**src/logic/periph_pkg.sv**
```systemverilog
// ==========================================================
// Peripheral subsystem package with the address map, register
// offsets, bus and register structs and shared helpers
// ==========================================================
`default_nettype none

package periph_pkg;

  localparam int ADDR_W   = 12;
  localparam int DATA_W   = 32;
  localparam int BE_W     = DATA_W / 8;
  localparam int OFFSET_W = 8;
  localparam int SEL_W    = 4;
  localparam int GPIO_W   = 16;
  localparam int NUM_CMP  = 2;
  localparam int NUM_EXT  = 4;
  localparam int NUM_SRC  = 8;
  localparam int SRC_ID_W = 3;

  // Interrupt source IDs with ID 0 reserved
  localparam int SRC_GPIO   = 1;
  localparam int SRC_TIMER0 = 2;
  localparam int SRC_TIMER1 = 3;
  localparam int SRC_EXT0   = 4;

  typedef enum logic [SEL_W-1:0] {
    SEL_IRQ   = 4'h0,
    SEL_GPIO  = 4'h1,
    SEL_TIMER = 4'h2,
    SEL_NONE  = 4'hF
  } periph_sel_e;

  localparam logic [OFFSET_W-1:0] GPIO_IN          = 8'h00;
  localparam logic [OFFSET_W-1:0] GPIO_OUT         = 8'h04;
  localparam logic [OFFSET_W-1:0] GPIO_OE          = 8'h08;
  localparam logic [OFFSET_W-1:0] GPIO_INTR_EN     = 8'h0C;
  localparam logic [OFFSET_W-1:0] GPIO_INTR_STATUS = 8'h10;

  localparam logic [OFFSET_W-1:0] TMR_CTRL    = 8'h00;
  localparam logic [OFFSET_W-1:0] TMR_COUNT   = 8'h04;
  localparam logic [OFFSET_W-1:0] TMR_CMP0    = 8'h08;
  localparam logic [OFFSET_W-1:0] TMR_CMP1    = 8'h0C;
  localparam logic [OFFSET_W-1:0] TMR_INTR_EN = 8'h10;

  localparam logic [OFFSET_W-1:0] IRQ_PENDING = 8'h00;
  localparam logic [OFFSET_W-1:0] IRQ_ENABLE  = 8'h04;
  localparam logic [OFFSET_W-1:0] IRQ_CLAIM   = 8'h08;
  localparam logic [OFFSET_W-1:0] IRQ_MSIP    = 8'h0C;

  typedef enum logic {
    REG_READ  = 1'b0,
    REG_WRITE = 1'b1
  } reg_op_e;

  typedef struct packed {
    logic              req;
    logic              we;
    logic [BE_W-1:0]   be;
    logic [ADDR_W-1:0] addr;
    logic [DATA_W-1:0] wdata;
  } obi_req_t;

  typedef struct packed {
    logic              gnt;
    logic              rvalid;
    logic              err;
    logic [DATA_W-1:0] rdata;
  } obi_rsp_t;

  typedef struct packed {
    logic                valid;
    reg_op_e             op;
    logic [OFFSET_W-1:0] offset;
    logic [DATA_W-1:0]   wdata;
    logic [BE_W-1:0]     be;
  } reg_req_t;

  typedef struct packed {
    logic [DATA_W-1:0] rdata;
    logic              error;
  } reg_rsp_t;

  // Replace only the enabled bytes of a register image
  function automatic logic [DATA_W-1:0] be_merge(
    input logic [DATA_W-1:0] old_data,
    input logic [DATA_W-1:0] new_data,
    input logic [BE_W-1:0]   be
  );
    logic [DATA_W-1:0] merged;
    merged = old_data;
    for (int b = 0; b < BE_W; b++) begin
      if (be[b]) begin
        merged[8*b +: 8] = new_data[8*b +: 8];
      end
    end
    return merged;
  endfunction

endpackage

`default_nettype wire

```
**src/logic/periph_bus_bridge.sv**
```systemverilog
// ==========================================================
// OBI target to register bridge with peripheral decode and
// a registered single-cycle response
// ==========================================================
`default_nettype none

module periph_bus_bridge
  import periph_pkg::*;
(
  input  wire logic     clk_i,
  input  wire logic     rst_n_i,
  input  wire obi_req_t obi_req_i,
  output obi_rsp_t      obi_rsp_o,
  output reg_req_t      irq_req_o,
  output reg_req_t      gpio_req_o,
  output reg_req_t      timer_req_o,
  input  wire reg_rsp_t irq_rsp_i,
  input  wire reg_rsp_t gpio_rsp_i,
  input  wire reg_rsp_t timer_rsp_i
);

  periph_sel_e       sel;
  reg_req_t          req_base;
  reg_rsp_t          rsp_sel;
  logic              rvalid_q;
  logic              err_q;
  logic [DATA_W-1:0] rdata_q;

  always_comb begin
    case (obi_req_i.addr[ADDR_W-1 -: SEL_W])
      SEL_IRQ:   sel = SEL_IRQ;
      SEL_GPIO:  sel = SEL_GPIO;
      SEL_TIMER: sel = SEL_TIMER;
      default:   sel = SEL_NONE;
    endcase
  end

  always_comb begin
    req_base.valid  = 1'b0;
    req_base.op     = obi_req_i.we ? REG_WRITE : REG_READ;
    req_base.offset = obi_req_i.addr[OFFSET_W-1:0];
    req_base.wdata  = obi_req_i.wdata;
    req_base.be     = obi_req_i.be;

    irq_req_o   = req_base;
    gpio_req_o  = req_base;
    timer_req_o = req_base;
    // Only the addressed peripheral sees valid
    irq_req_o.valid   = obi_req_i.req && (sel == SEL_IRQ);
    gpio_req_o.valid  = obi_req_i.req && (sel == SEL_GPIO);
    timer_req_o.valid = obi_req_i.req && (sel == SEL_TIMER);
  end

  always_comb begin
    case (sel)
      SEL_IRQ:   rsp_sel = irq_rsp_i;
      SEL_GPIO:  rsp_sel = gpio_rsp_i;
      SEL_TIMER: rsp_sel = timer_rsp_i;
      default:   rsp_sel = '{rdata: '0, error: 1'b1};
    endcase
  end

  always_ff @(posedge clk_i or negedge rst_n_i) begin
    if (!rst_n_i) begin
      rvalid_q <= 1'b0;
      err_q    <= 1'b0;
      rdata_q  <= '0;
    end else begin
      rvalid_q <= obi_req_i.req;
      err_q    <= obi_req_i.req && rsp_sel.error;
      rdata_q  <= rsp_sel.error ? '0 : rsp_sel.rdata;
    end
  end

  assign obi_rsp_o.gnt    = obi_req_i.req;
  assign obi_rsp_o.rvalid = rvalid_q;
  assign obi_rsp_o.err    = err_q;
  assign obi_rsp_o.rdata  = rdata_q;

endmodule

`default_nettype wire

```
**src/logic/periph_gpio.sv**
```systemverilog
// ==========================================================
// GPIO block with output and enable registers, synchronised
// inputs and rising-edge interrupt status
// ==========================================================
`default_nettype none

module periph_gpio
  import periph_pkg::*;
(
  input  wire logic              clk_i,
  input  wire logic              rst_n_i,
  input  wire reg_req_t          reg_req_i,
  output reg_rsp_t               reg_rsp_o,
  input  wire logic [GPIO_W-1:0] gpio_i,
  output logic [GPIO_W-1:0]      gpio_o,
  output logic [GPIO_W-1:0]      gpio_oe_o,
  output logic                   gpio_irq_o
);

  logic [GPIO_W-1:0] out_q;
  logic [GPIO_W-1:0] oe_q;
  logic [GPIO_W-1:0] intr_en_q;
  logic [GPIO_W-1:0] status_q;
  logic [GPIO_W-1:0] status_d;
  logic [GPIO_W-1:0] sync1_q;
  logic [GPIO_W-1:0] sync2_q;
  logic [GPIO_W-1:0] prev_q;
  logic [GPIO_W-1:0] rise;
  logic [DATA_W-1:0] merged;
  logic [DATA_W-1:0] clr_mask;
  logic              wr;
  logic              irq_q;

  assign wr = reg_req_i.valid && (reg_req_i.op == REG_WRITE);

  always_comb begin
    reg_rsp_o.rdata = '0;
    reg_rsp_o.error = 1'b0;
    case (reg_req_i.offset)
      GPIO_IN:          reg_rsp_o.rdata[GPIO_W-1:0] = sync2_q;
      GPIO_OUT:         reg_rsp_o.rdata[GPIO_W-1:0] = out_q;
      GPIO_OE:          reg_rsp_o.rdata[GPIO_W-1:0] = oe_q;
      GPIO_INTR_EN:     reg_rsp_o.rdata[GPIO_W-1:0] = intr_en_q;
      GPIO_INTR_STATUS: reg_rsp_o.rdata[GPIO_W-1:0] = status_q;
      default:          reg_rsp_o.error = 1'b1;
    endcase
  end

  assign merged   = be_merge(reg_rsp_o.rdata, reg_req_i.wdata, reg_req_i.be);
  assign clr_mask = be_merge('0, reg_req_i.wdata, reg_req_i.be);

  // Edge seen on the synchronised level
  assign rise = sync2_q & ~prev_q;

  always_comb begin
    status_d = status_q;
    if (wr && (reg_req_i.offset == GPIO_INTR_STATUS)) begin
      status_d = status_d & ~clr_mask[GPIO_W-1:0];
    end
    status_d = status_d | (rise & intr_en_q);
  end

  always_ff @(posedge clk_i or negedge rst_n_i) begin
    if (!rst_n_i) begin
      out_q     <= '0;
      oe_q      <= '0;
      intr_en_q <= '0;
      status_q  <= '0;
      sync1_q   <= '0;
      sync2_q   <= '0;
      prev_q    <= '0;
      irq_q     <= 1'b0;
    end else begin
      sync1_q  <= gpio_i;
      sync2_q  <= sync1_q;
      prev_q   <= sync2_q;
      status_q <= status_d;
      irq_q    <= |status_d;
      if (wr && (reg_req_i.offset == GPIO_OUT)) begin
        out_q <= merged[GPIO_W-1:0];
      end
      if (wr && (reg_req_i.offset == GPIO_OE)) begin
        oe_q <= merged[GPIO_W-1:0];
      end
      if (wr && (reg_req_i.offset == GPIO_INTR_EN)) begin
        intr_en_q <= merged[GPIO_W-1:0];
      end
    end
  end

  assign gpio_o     = out_q;
  assign gpio_oe_o  = oe_q;
  assign gpio_irq_o = irq_q;

endmodule

`default_nettype wire

```
**src/logic/periph_irq_ctrl.sv**
```systemverilog
// ==========================================================
// Interrupt controller with level gateways, a lowest-ID
// claim, complete by write and a software interrupt bit
// ==========================================================
`default_nettype none

module periph_irq_ctrl
  import periph_pkg::*;
(
  input  wire logic               clk_i,
  input  wire logic               rst_n_i,
  input  wire reg_req_t           reg_req_i,
  output reg_rsp_t                reg_rsp_o,
  input  wire logic [NUM_SRC-1:0] src_i,
  output logic                    irq_o,
  output logic                    msip_o
);

  logic [NUM_SRC-1:0]  pending_q;
  logic [NUM_SRC-1:0]  pending_d;
  logic [NUM_SRC-1:0]  enable_q;
  logic [NUM_SRC-1:0]  enable_d;
  logic [NUM_SRC-1:0]  in_service_q;
  logic [NUM_SRC-1:0]  in_service_d;
  logic [NUM_SRC-1:0]  active;
  logic [SRC_ID_W-1:0] claim_id;
  logic [SRC_ID_W-1:0] complete_id;
  logic [DATA_W-1:0]   merged;
  logic                wr;
  logic                claim;
  logic                complete;
  logic                msip_q;
  logic                irq_q;

  assign wr       = reg_req_i.valid && (reg_req_i.op == REG_WRITE);
  assign claim    = reg_req_i.valid && (reg_req_i.op == REG_READ) &&
                    (reg_req_i.offset == IRQ_CLAIM);
  assign complete = wr && (reg_req_i.offset == IRQ_CLAIM) && reg_req_i.be[0];
  assign complete_id = reg_req_i.wdata[SRC_ID_W-1:0];

  assign active = pending_q & enable_q;

  // Lowest active ID wins and 0 means nothing to claim
  always_comb begin
    claim_id = '0;
    for (int i = NUM_SRC - 1; i > 0; i--) begin
      if (active[i]) begin
        claim_id = SRC_ID_W'(i);
      end
    end
  end

  always_comb begin
    reg_rsp_o.rdata = '0;
    reg_rsp_o.error = 1'b0;
    case (reg_req_i.offset)
      IRQ_PENDING: reg_rsp_o.rdata[NUM_SRC-1:0] = pending_q;
      IRQ_ENABLE:  reg_rsp_o.rdata[NUM_SRC-1:0] = enable_q;
      IRQ_CLAIM:   reg_rsp_o.rdata[SRC_ID_W-1:0] = claim_id;
      IRQ_MSIP:    reg_rsp_o.rdata[0] = msip_q;
      default:     reg_rsp_o.error = 1'b1;
    endcase
  end

  assign merged = be_merge(reg_rsp_o.rdata, reg_req_i.wdata, reg_req_i.be);

  always_comb begin
    // Gateway holds off a source while its ID is in service
    pending_d    = pending_q | (src_i & ~in_service_q);
    in_service_d = in_service_q;
    enable_d     = enable_q;
    if (claim && (claim_id != '0)) begin
      pending_d[claim_id]    = 1'b0;
      in_service_d[claim_id] = 1'b1;
    end
    if (complete) begin
      in_service_d[complete_id] = 1'b0;
    end
    if (wr && (reg_req_i.offset == IRQ_ENABLE)) begin
      enable_d = merged[NUM_SRC-1:0];
    end
    pending_d[0]    = 1'b0;
    in_service_d[0] = 1'b0;
    enable_d[0]     = 1'b0;
  end

  always_ff @(posedge clk_i or negedge rst_n_i) begin
    if (!rst_n_i) begin
      pending_q    <= '0;
      enable_q     <= '0;
      in_service_q <= '0;
      msip_q       <= 1'b0;
      irq_q        <= 1'b0;
    end else begin
      pending_q    <= pending_d;
      enable_q     <= enable_d;
      in_service_q <= in_service_d;
      irq_q        <= |(pending_d & enable_d);
      if (wr && (reg_req_i.offset == IRQ_MSIP)) begin
        msip_q <= merged[0];
      end
    end
  end

  assign irq_o  = irq_q;
  assign msip_o = msip_q;

endmodule

`default_nettype wire

```
**src/logic/periph_timer.sv**
```systemverilog
// ==========================================================
// Timer with a 32-bit counter behind an 8-bit prescaler and
// two compare channels driving level interrupts
// ==========================================================
`default_nettype none

module periph_timer
  import periph_pkg::*;
(
  input  wire logic           clk_i,
  input  wire logic           rst_n_i,
  input  wire reg_req_t       reg_req_i,
  output reg_rsp_t            reg_rsp_o,
  output logic [NUM_CMP-1:0]  timer_irq_o
);

  logic                            en_q;
  logic [7:0]                      prescale_q;
  logic [7:0]                      psc_cnt_q;
  logic [DATA_W-1:0]               count_q;
  logic [NUM_CMP-1:0][DATA_W-1:0]  cmp_q;
  logic [NUM_CMP-1:0]              intr_en_q;
  logic [NUM_CMP-1:0]              irq_q;
  logic [DATA_W-1:0]               merged;
  logic                            wr;
  logic                            tick;

  assign wr = reg_req_i.valid && (reg_req_i.op == REG_WRITE);

  always_comb begin
    reg_rsp_o.rdata = '0;
    reg_rsp_o.error = 1'b0;
    case (reg_req_i.offset)
      TMR_CTRL:    reg_rsp_o.rdata = {16'b0, prescale_q, 7'b0, en_q};
      TMR_COUNT:   reg_rsp_o.rdata = count_q;
      TMR_CMP0:    reg_rsp_o.rdata = cmp_q[0];
      TMR_CMP1:    reg_rsp_o.rdata = cmp_q[1];
      TMR_INTR_EN: reg_rsp_o.rdata[NUM_CMP-1:0] = intr_en_q;
      default:     reg_rsp_o.error = 1'b1;
    endcase
  end

  assign merged = be_merge(reg_rsp_o.rdata, reg_req_i.wdata, reg_req_i.be);

  // One count step every prescale+1 cycles
  assign tick = en_q && (psc_cnt_q == prescale_q);

  always_ff @(posedge clk_i or negedge rst_n_i) begin
    if (!rst_n_i) begin
      en_q       <= 1'b0;
      prescale_q <= '0;
      psc_cnt_q  <= '0;
      count_q    <= '0;
      cmp_q      <= '0;
      intr_en_q  <= '0;
      irq_q      <= '0;
    end else begin
      if (!en_q || tick) begin
        psc_cnt_q <= '0;
      end else begin
        psc_cnt_q <= psc_cnt_q + 8'd1;
      end

      if (wr && (reg_req_i.offset == TMR_COUNT)) begin
        count_q <= merged;
      end else if (tick) begin
        count_q <= count_q + 32'd1;
      end

      if (wr && (reg_req_i.offset == TMR_CTRL)) begin
        en_q       <= merged[0];
        prescale_q <= merged[15:8];
      end
      if (wr && (reg_req_i.offset == TMR_CMP0)) begin
        cmp_q[0] <= merged;
      end
      if (wr && (reg_req_i.offset == TMR_CMP1)) begin
        cmp_q[1] <= merged;
      end
      if (wr && (reg_req_i.offset == TMR_INTR_EN)) begin
        intr_en_q <= merged[NUM_CMP-1:0];
      end

      for (int k = 0; k < NUM_CMP; k++) begin
        irq_q[k] <= intr_en_q[k] && (count_q >= cmp_q[k]);
      end
    end
  end

  assign timer_irq_o = irq_q;

endmodule

`default_nettype wire

```
**src/logic/peripheral_subsystem.sv**
```systemverilog
// ==========================================================
// Peripheral subsystem top level joining the OBI bridge,
// GPIO, timer and interrupt controller
// ==========================================================
`default_nettype none

module peripheral_subsystem
  import periph_pkg::*;
(
  input  wire logic               clk_i,
  input  wire logic               rst_n_i,
  input  wire obi_req_t           obi_req_i,
  output obi_rsp_t                obi_rsp_o,
  input  wire logic [GPIO_W-1:0]  gpio_i,
  output logic [GPIO_W-1:0]       gpio_o,
  output logic [GPIO_W-1:0]       gpio_oe_o,
  input  wire logic [NUM_EXT-1:0] irq_ext_i,
  output logic                    irq_o,
  output logic                    msip_o
);

  reg_req_t           irq_req;
  reg_req_t           gpio_req;
  reg_req_t           timer_req;
  reg_rsp_t           irq_rsp;
  reg_rsp_t           gpio_rsp;
  reg_rsp_t           timer_rsp;
  logic               gpio_irq;
  logic [NUM_CMP-1:0] timer_irq;
  logic [NUM_SRC-1:0] irq_src;

  // ID 0 stays tied low
  assign irq_src[0]                   = 1'b0;
  assign irq_src[SRC_GPIO]            = gpio_irq;
  assign irq_src[SRC_TIMER0]          = timer_irq[0];
  assign irq_src[SRC_TIMER1]          = timer_irq[1];
  assign irq_src[SRC_EXT0 +: NUM_EXT] = irq_ext_i;

  periph_bus_bridge u_bridge (
    .clk_i,
    .rst_n_i,
    .obi_req_i,
    .obi_rsp_o,
    .irq_req_o   (irq_req),
    .gpio_req_o  (gpio_req),
    .timer_req_o (timer_req),
    .irq_rsp_i   (irq_rsp),
    .gpio_rsp_i  (gpio_rsp),
    .timer_rsp_i (timer_rsp)
  );

  periph_gpio u_gpio (
    .clk_i,
    .rst_n_i,
    .reg_req_i  (gpio_req),
    .reg_rsp_o  (gpio_rsp),
    .gpio_i,
    .gpio_o,
    .gpio_oe_o,
    .gpio_irq_o (gpio_irq)
  );

  periph_timer u_timer (
    .clk_i,
    .rst_n_i,
    .reg_req_i   (timer_req),
    .reg_rsp_o   (timer_rsp),
    .timer_irq_o (timer_irq)
  );

  periph_irq_ctrl u_irq_ctrl (
    .clk_i,
    .rst_n_i,
    .reg_req_i (irq_req),
    .reg_rsp_o (irq_rsp),
    .src_i     (irq_src),
    .irq_o,
    .msip_o
  );

endmodule

`default_nettype wire

```
**config.mk**
```make
export PLATFORM = sky130hd
export DESIGN_NAME = peripheral_subsystem
export DESIGN_NICKNAME = d
export VERILOG_FILES = /design/src/logic/periph_pkg.sv /design/src/logic/periph_bus_bridge.sv /design/src/logic/periph_gpio.sv /design/src/logic/periph_irq_ctrl.sv /design/src/logic/periph_timer.sv /design/src/logic/peripheral_subsystem.sv
export SDC_FILE = /design/constraint.sdc
export NUM_CORES = 1
export LEC_CHECK = 0
export ABC_CLOCK_PERIOD_IN_PS = 2850
export BUFFER_PORTS_ARGS = -buffer_cell sky130_fd_sc_hd__buf_2
export CAP_MARGIN = 20
export CORE_MARGIN = 1.5
export CORE_UTILIZATION = 23
export CTS_CLUSTER_DIAMETER = 120
export DETAILED_ROUTE_END_ITERATION = 10
export SLEW_MARGIN = 40
export SYNTH_ARGS = -nofsm -noshare
export SYNTH_HDL_FRONTEND = slang
export SYNTH_HIERARCHICAL = 1
export SYNTH_SLANG_ARGS = --single-unit
```
**constraint.sdc**
```tcl
create_clock -name clk_i -period 2.85 [get_ports clk_i]
set_input_delay 0.4275 -clock clk_i [delete_from_list [all_inputs] [get_ports clk_i]]
set_output_delay 0.4275 -clock clk_i [all_outputs]
set_load 0.02 [all_outputs]
```
==> flow_summary_export.csv <==
group,metric,value,unit
drt,drc,0,
critical_path,start_kind,"flip-flop",
grt,grt_max_degree,68,
logic_synthesis,synth_area_per_cell,9.283,µm²
clock_network,clk_pin_slew,0.06,ns
critical_path,slowest_stage,"a2111oi_0",
pwr,powerDensity,451.5,nW/µm²
run_status,status,"complete, no violations",
grt,grt_use_total,13.86,%
logic_synthesis,ys_warn_count,6,
placed_design,place_congestion,0.9018,
pwr,peakVddDrop,0.4204,mV
timing,finalClockSkew,0.01907,ns
logic_synthesis,syn_area,17280,µm²
layout,drive_above_1_share,19.47,%
layout,largest_register_ffs,64,
pwr,pwr-share-seq,46.8,%
floorplan,rows,100,
clock_network,tritoncts,"built",
clock_network,htreeDepth,1,
grt,grt_overflow_total,0,
placed_design,portBuffers,140,
layout,ff_latch_area,7182,µm²
grt,grt_pass1_vias,13970,
critical_path,setup.worst_path.end_class,"flip-flop",
pwr,p_comb_share,10.1,%
grt,met3_usage,2.253,%
drt,first_pass_iters,5,
worst_hold_path,whs_path_depth,1,
drt,ant_nets,0,
pwr,power,9.001,mW
critical_path,crit_required,3.27,ns
timing,fin_crit,2.465,ns
timing,setup_ws,0.3852,ns
drt,viasPerCell,4.719,
clock_network,clk_latency,0.59,ns
floorplan,start_util,23.21,%
critical_path,worstPathMaxFanout,5,
worst_hold_path,holdCritStartpoint,"obi_req_i[49]",
pwr,power_switching,2.352,mW
layout,multi_input_area,8429,µm²
layout,top_register,"u_timer/cmp_q",
critical_path,cpPeakStageDelay,0.47,ns
floorplan,core_area,74450,µm²
drt,drt_iter0_drc,1128,
critical_path,r2r_cells,7,
grt,met2_usage,22.85,%
timing,rsz0062_at_grt,"no",
critical_path,arrival,2.89,ns
timing,slew_headroom,45.07,%
clock_network,root_buffer,"clkbuf_16",
timing,finalHoldViolations,0,
timing,fin_crit_sh,86.48,%
logic_synthesis,syn_inst,1861,
critical_path,ff2ff_setup_slack,0.39,ns
pwr,switching_share,26.13,%
grt,grt_pass1_wl,83990,µm
timing,setup_viol,0,
placed_design,post_dp_cell_area,18820,µm²
layout,top_regs,"u_timer/cmp_q: 64 flops, u_bridge/rdata_q: 32 flops, u_timer/count_q: 32 flops",
placed_design,dp_cells,2872,
critical_path,critPathKind,"reg -> reg",
layout,nets,2094,
layout,final_cells,2942,
clock_network,cts_max_path_buffers,3,
drt,num_vias,13880,
worst_hold_path,hold_path.class,"in -> reg",
layout,design_area,19940,µm²
timing,hold_slack,0.02466,ns
pwr,pwr-share-clk,43.1,%
floorplan,fp.dieW,277.1,µm
run,maxCapViolCount,0,
timing,timing.fmax,405.7,MHz
floorplan,io_pins,141,
timing,tightest_slew,0.8170,ns
clock_network,post_cts_buffers,0,
critical_path,timing.rr.start,"u_timer/count_q[0]",
grt,antenna_found_initial,4,
critical_path,reg2reg_to,"u_timer/timer_irq_o[1]",
critical_path,worstPathCellList,"inv_1, ha_1, nand2b_1, a2111oi_0, o211ai_1, a211oi_1, o21ai_0",
drt,wl_per_cell,18.27,µm
grt,busiest_layer,"met2",
pwr,leakage,8.770,nW
floorplan,die-area,76760,µm²
worst_hold_path,min_to,"u_bridge/rvalid_q",
grt,use_met1,18.45,%
clock_network,cts_made_buffers,31,
floorplan,die_y,277.1,µm
layout,syn_to_final_growth,15.41,%
placed_design,dp.final_hpwl,40530,µm
layout,fill_cells,7892,
drt,wirelength,53750,µm
timing,report.final.slew_viol_count,0,
clock_network,cts_sinks,287,
pwr,power.internal,6.649,mW
placed_design,dpl_worst_slack,-0.1795,ns
==> through the flow <==
step | util, % | setup TNS (ns)
final | 26.78 | 0
after global routing | 26.78 | 0
after CTS | 26.78 | 0
after detailed placement | 25.28 | -0.2061
after global placement | 25.28 | -0.1135
after floorplan | - | 0
==> what timing repair did <==
| item | CTS | global route |
|---|---|---|
| gates resized for setup | 0 | 0 |
| endpoints found under the hold margin | 77 | 0 |
| hold buffers | 17 | 0 |
==> critical path: cells and delay by family (launching register included) <==
kind	cells	cell delay, ns
AOI/OAI and AO/OA	4	1.34
buffers and inverters	1	0.10
adders and majority gates	1	0.29
DFF	1	0.45
and+or+nand+nor	1	0.14
==> power groups by stage <==
stage / clock network (mW) / logic, mW / registers, mW
finish: 3.88 / 0.905 / 4.22
global route: 4.14 / 1.01 / 4.22
CTS: 3.98 / 0.913 / 4.22
detailed placement: 0 / 0.891 / 4.29
global placement: 0 / 0.887 / 4.29
floorplan: 0 / 0.631 / 4.26
==> cell usage in the layout (no fill, tap or decap), types with 30 or more instances in the layout <==
master / instances
a21oi_1: 123
a22oi_1: 71
buf_2: 138
buf_4: 81
clkbuf_16: 31
conb_1: 40
dfrtp_1: 287
ha_1: 69
inv_1: 100
mux2i_1: 51
nand2_1: 197
nand3_1: 30
nor2_1: 169
o21ai_0: 128
==> per-layer routing <==
layer / up-vias / wire, µm
li1: 6632 / -
met1: 6718 / 23900
met2: 440 / 25170
met3: 87 / 3116
met4: 6 / 1527
met5: - / 35
==> how the worst max path moves through the flow <==
stage                     slack, ns               start                      to
after global placement        -0.11       obi_req_i[41]        u_irq_ctrl/irq_o
after CTS                      0.37  u_timer/count_q[0]  u_timer/timer_irq_o[1]
after global routing           0.25       obi_req_i[41]        u_irq_ctrl/irq_o
after floorplan                0.08       obi_req_i[40]     u_timer/count_q[16]
after detailed placement      -0.18       obi_req_i[41]        u_irq_ctrl/irq_o
final                          0.39  u_timer/count_q[0]  u_timer/timer_irq_o[1]
==> final cells by class <==
| cell class | count | share of cell area (%) |
|---|---|---|
| multi-input cells | 1280 | 42.28 |
| flip-flops and latches | 287 | 36.02 |
| repair buffers | 252 | 8.949 |
| well taps | 969 | 6.081 |
| clock buffers | 47 | 4.543 |
| inverters | 101 | 1.901 |
| clock inverters | 5 | 0.2134 |
| diodes | 1 | 0.01255 |
(Power assumes the default switching activity.)
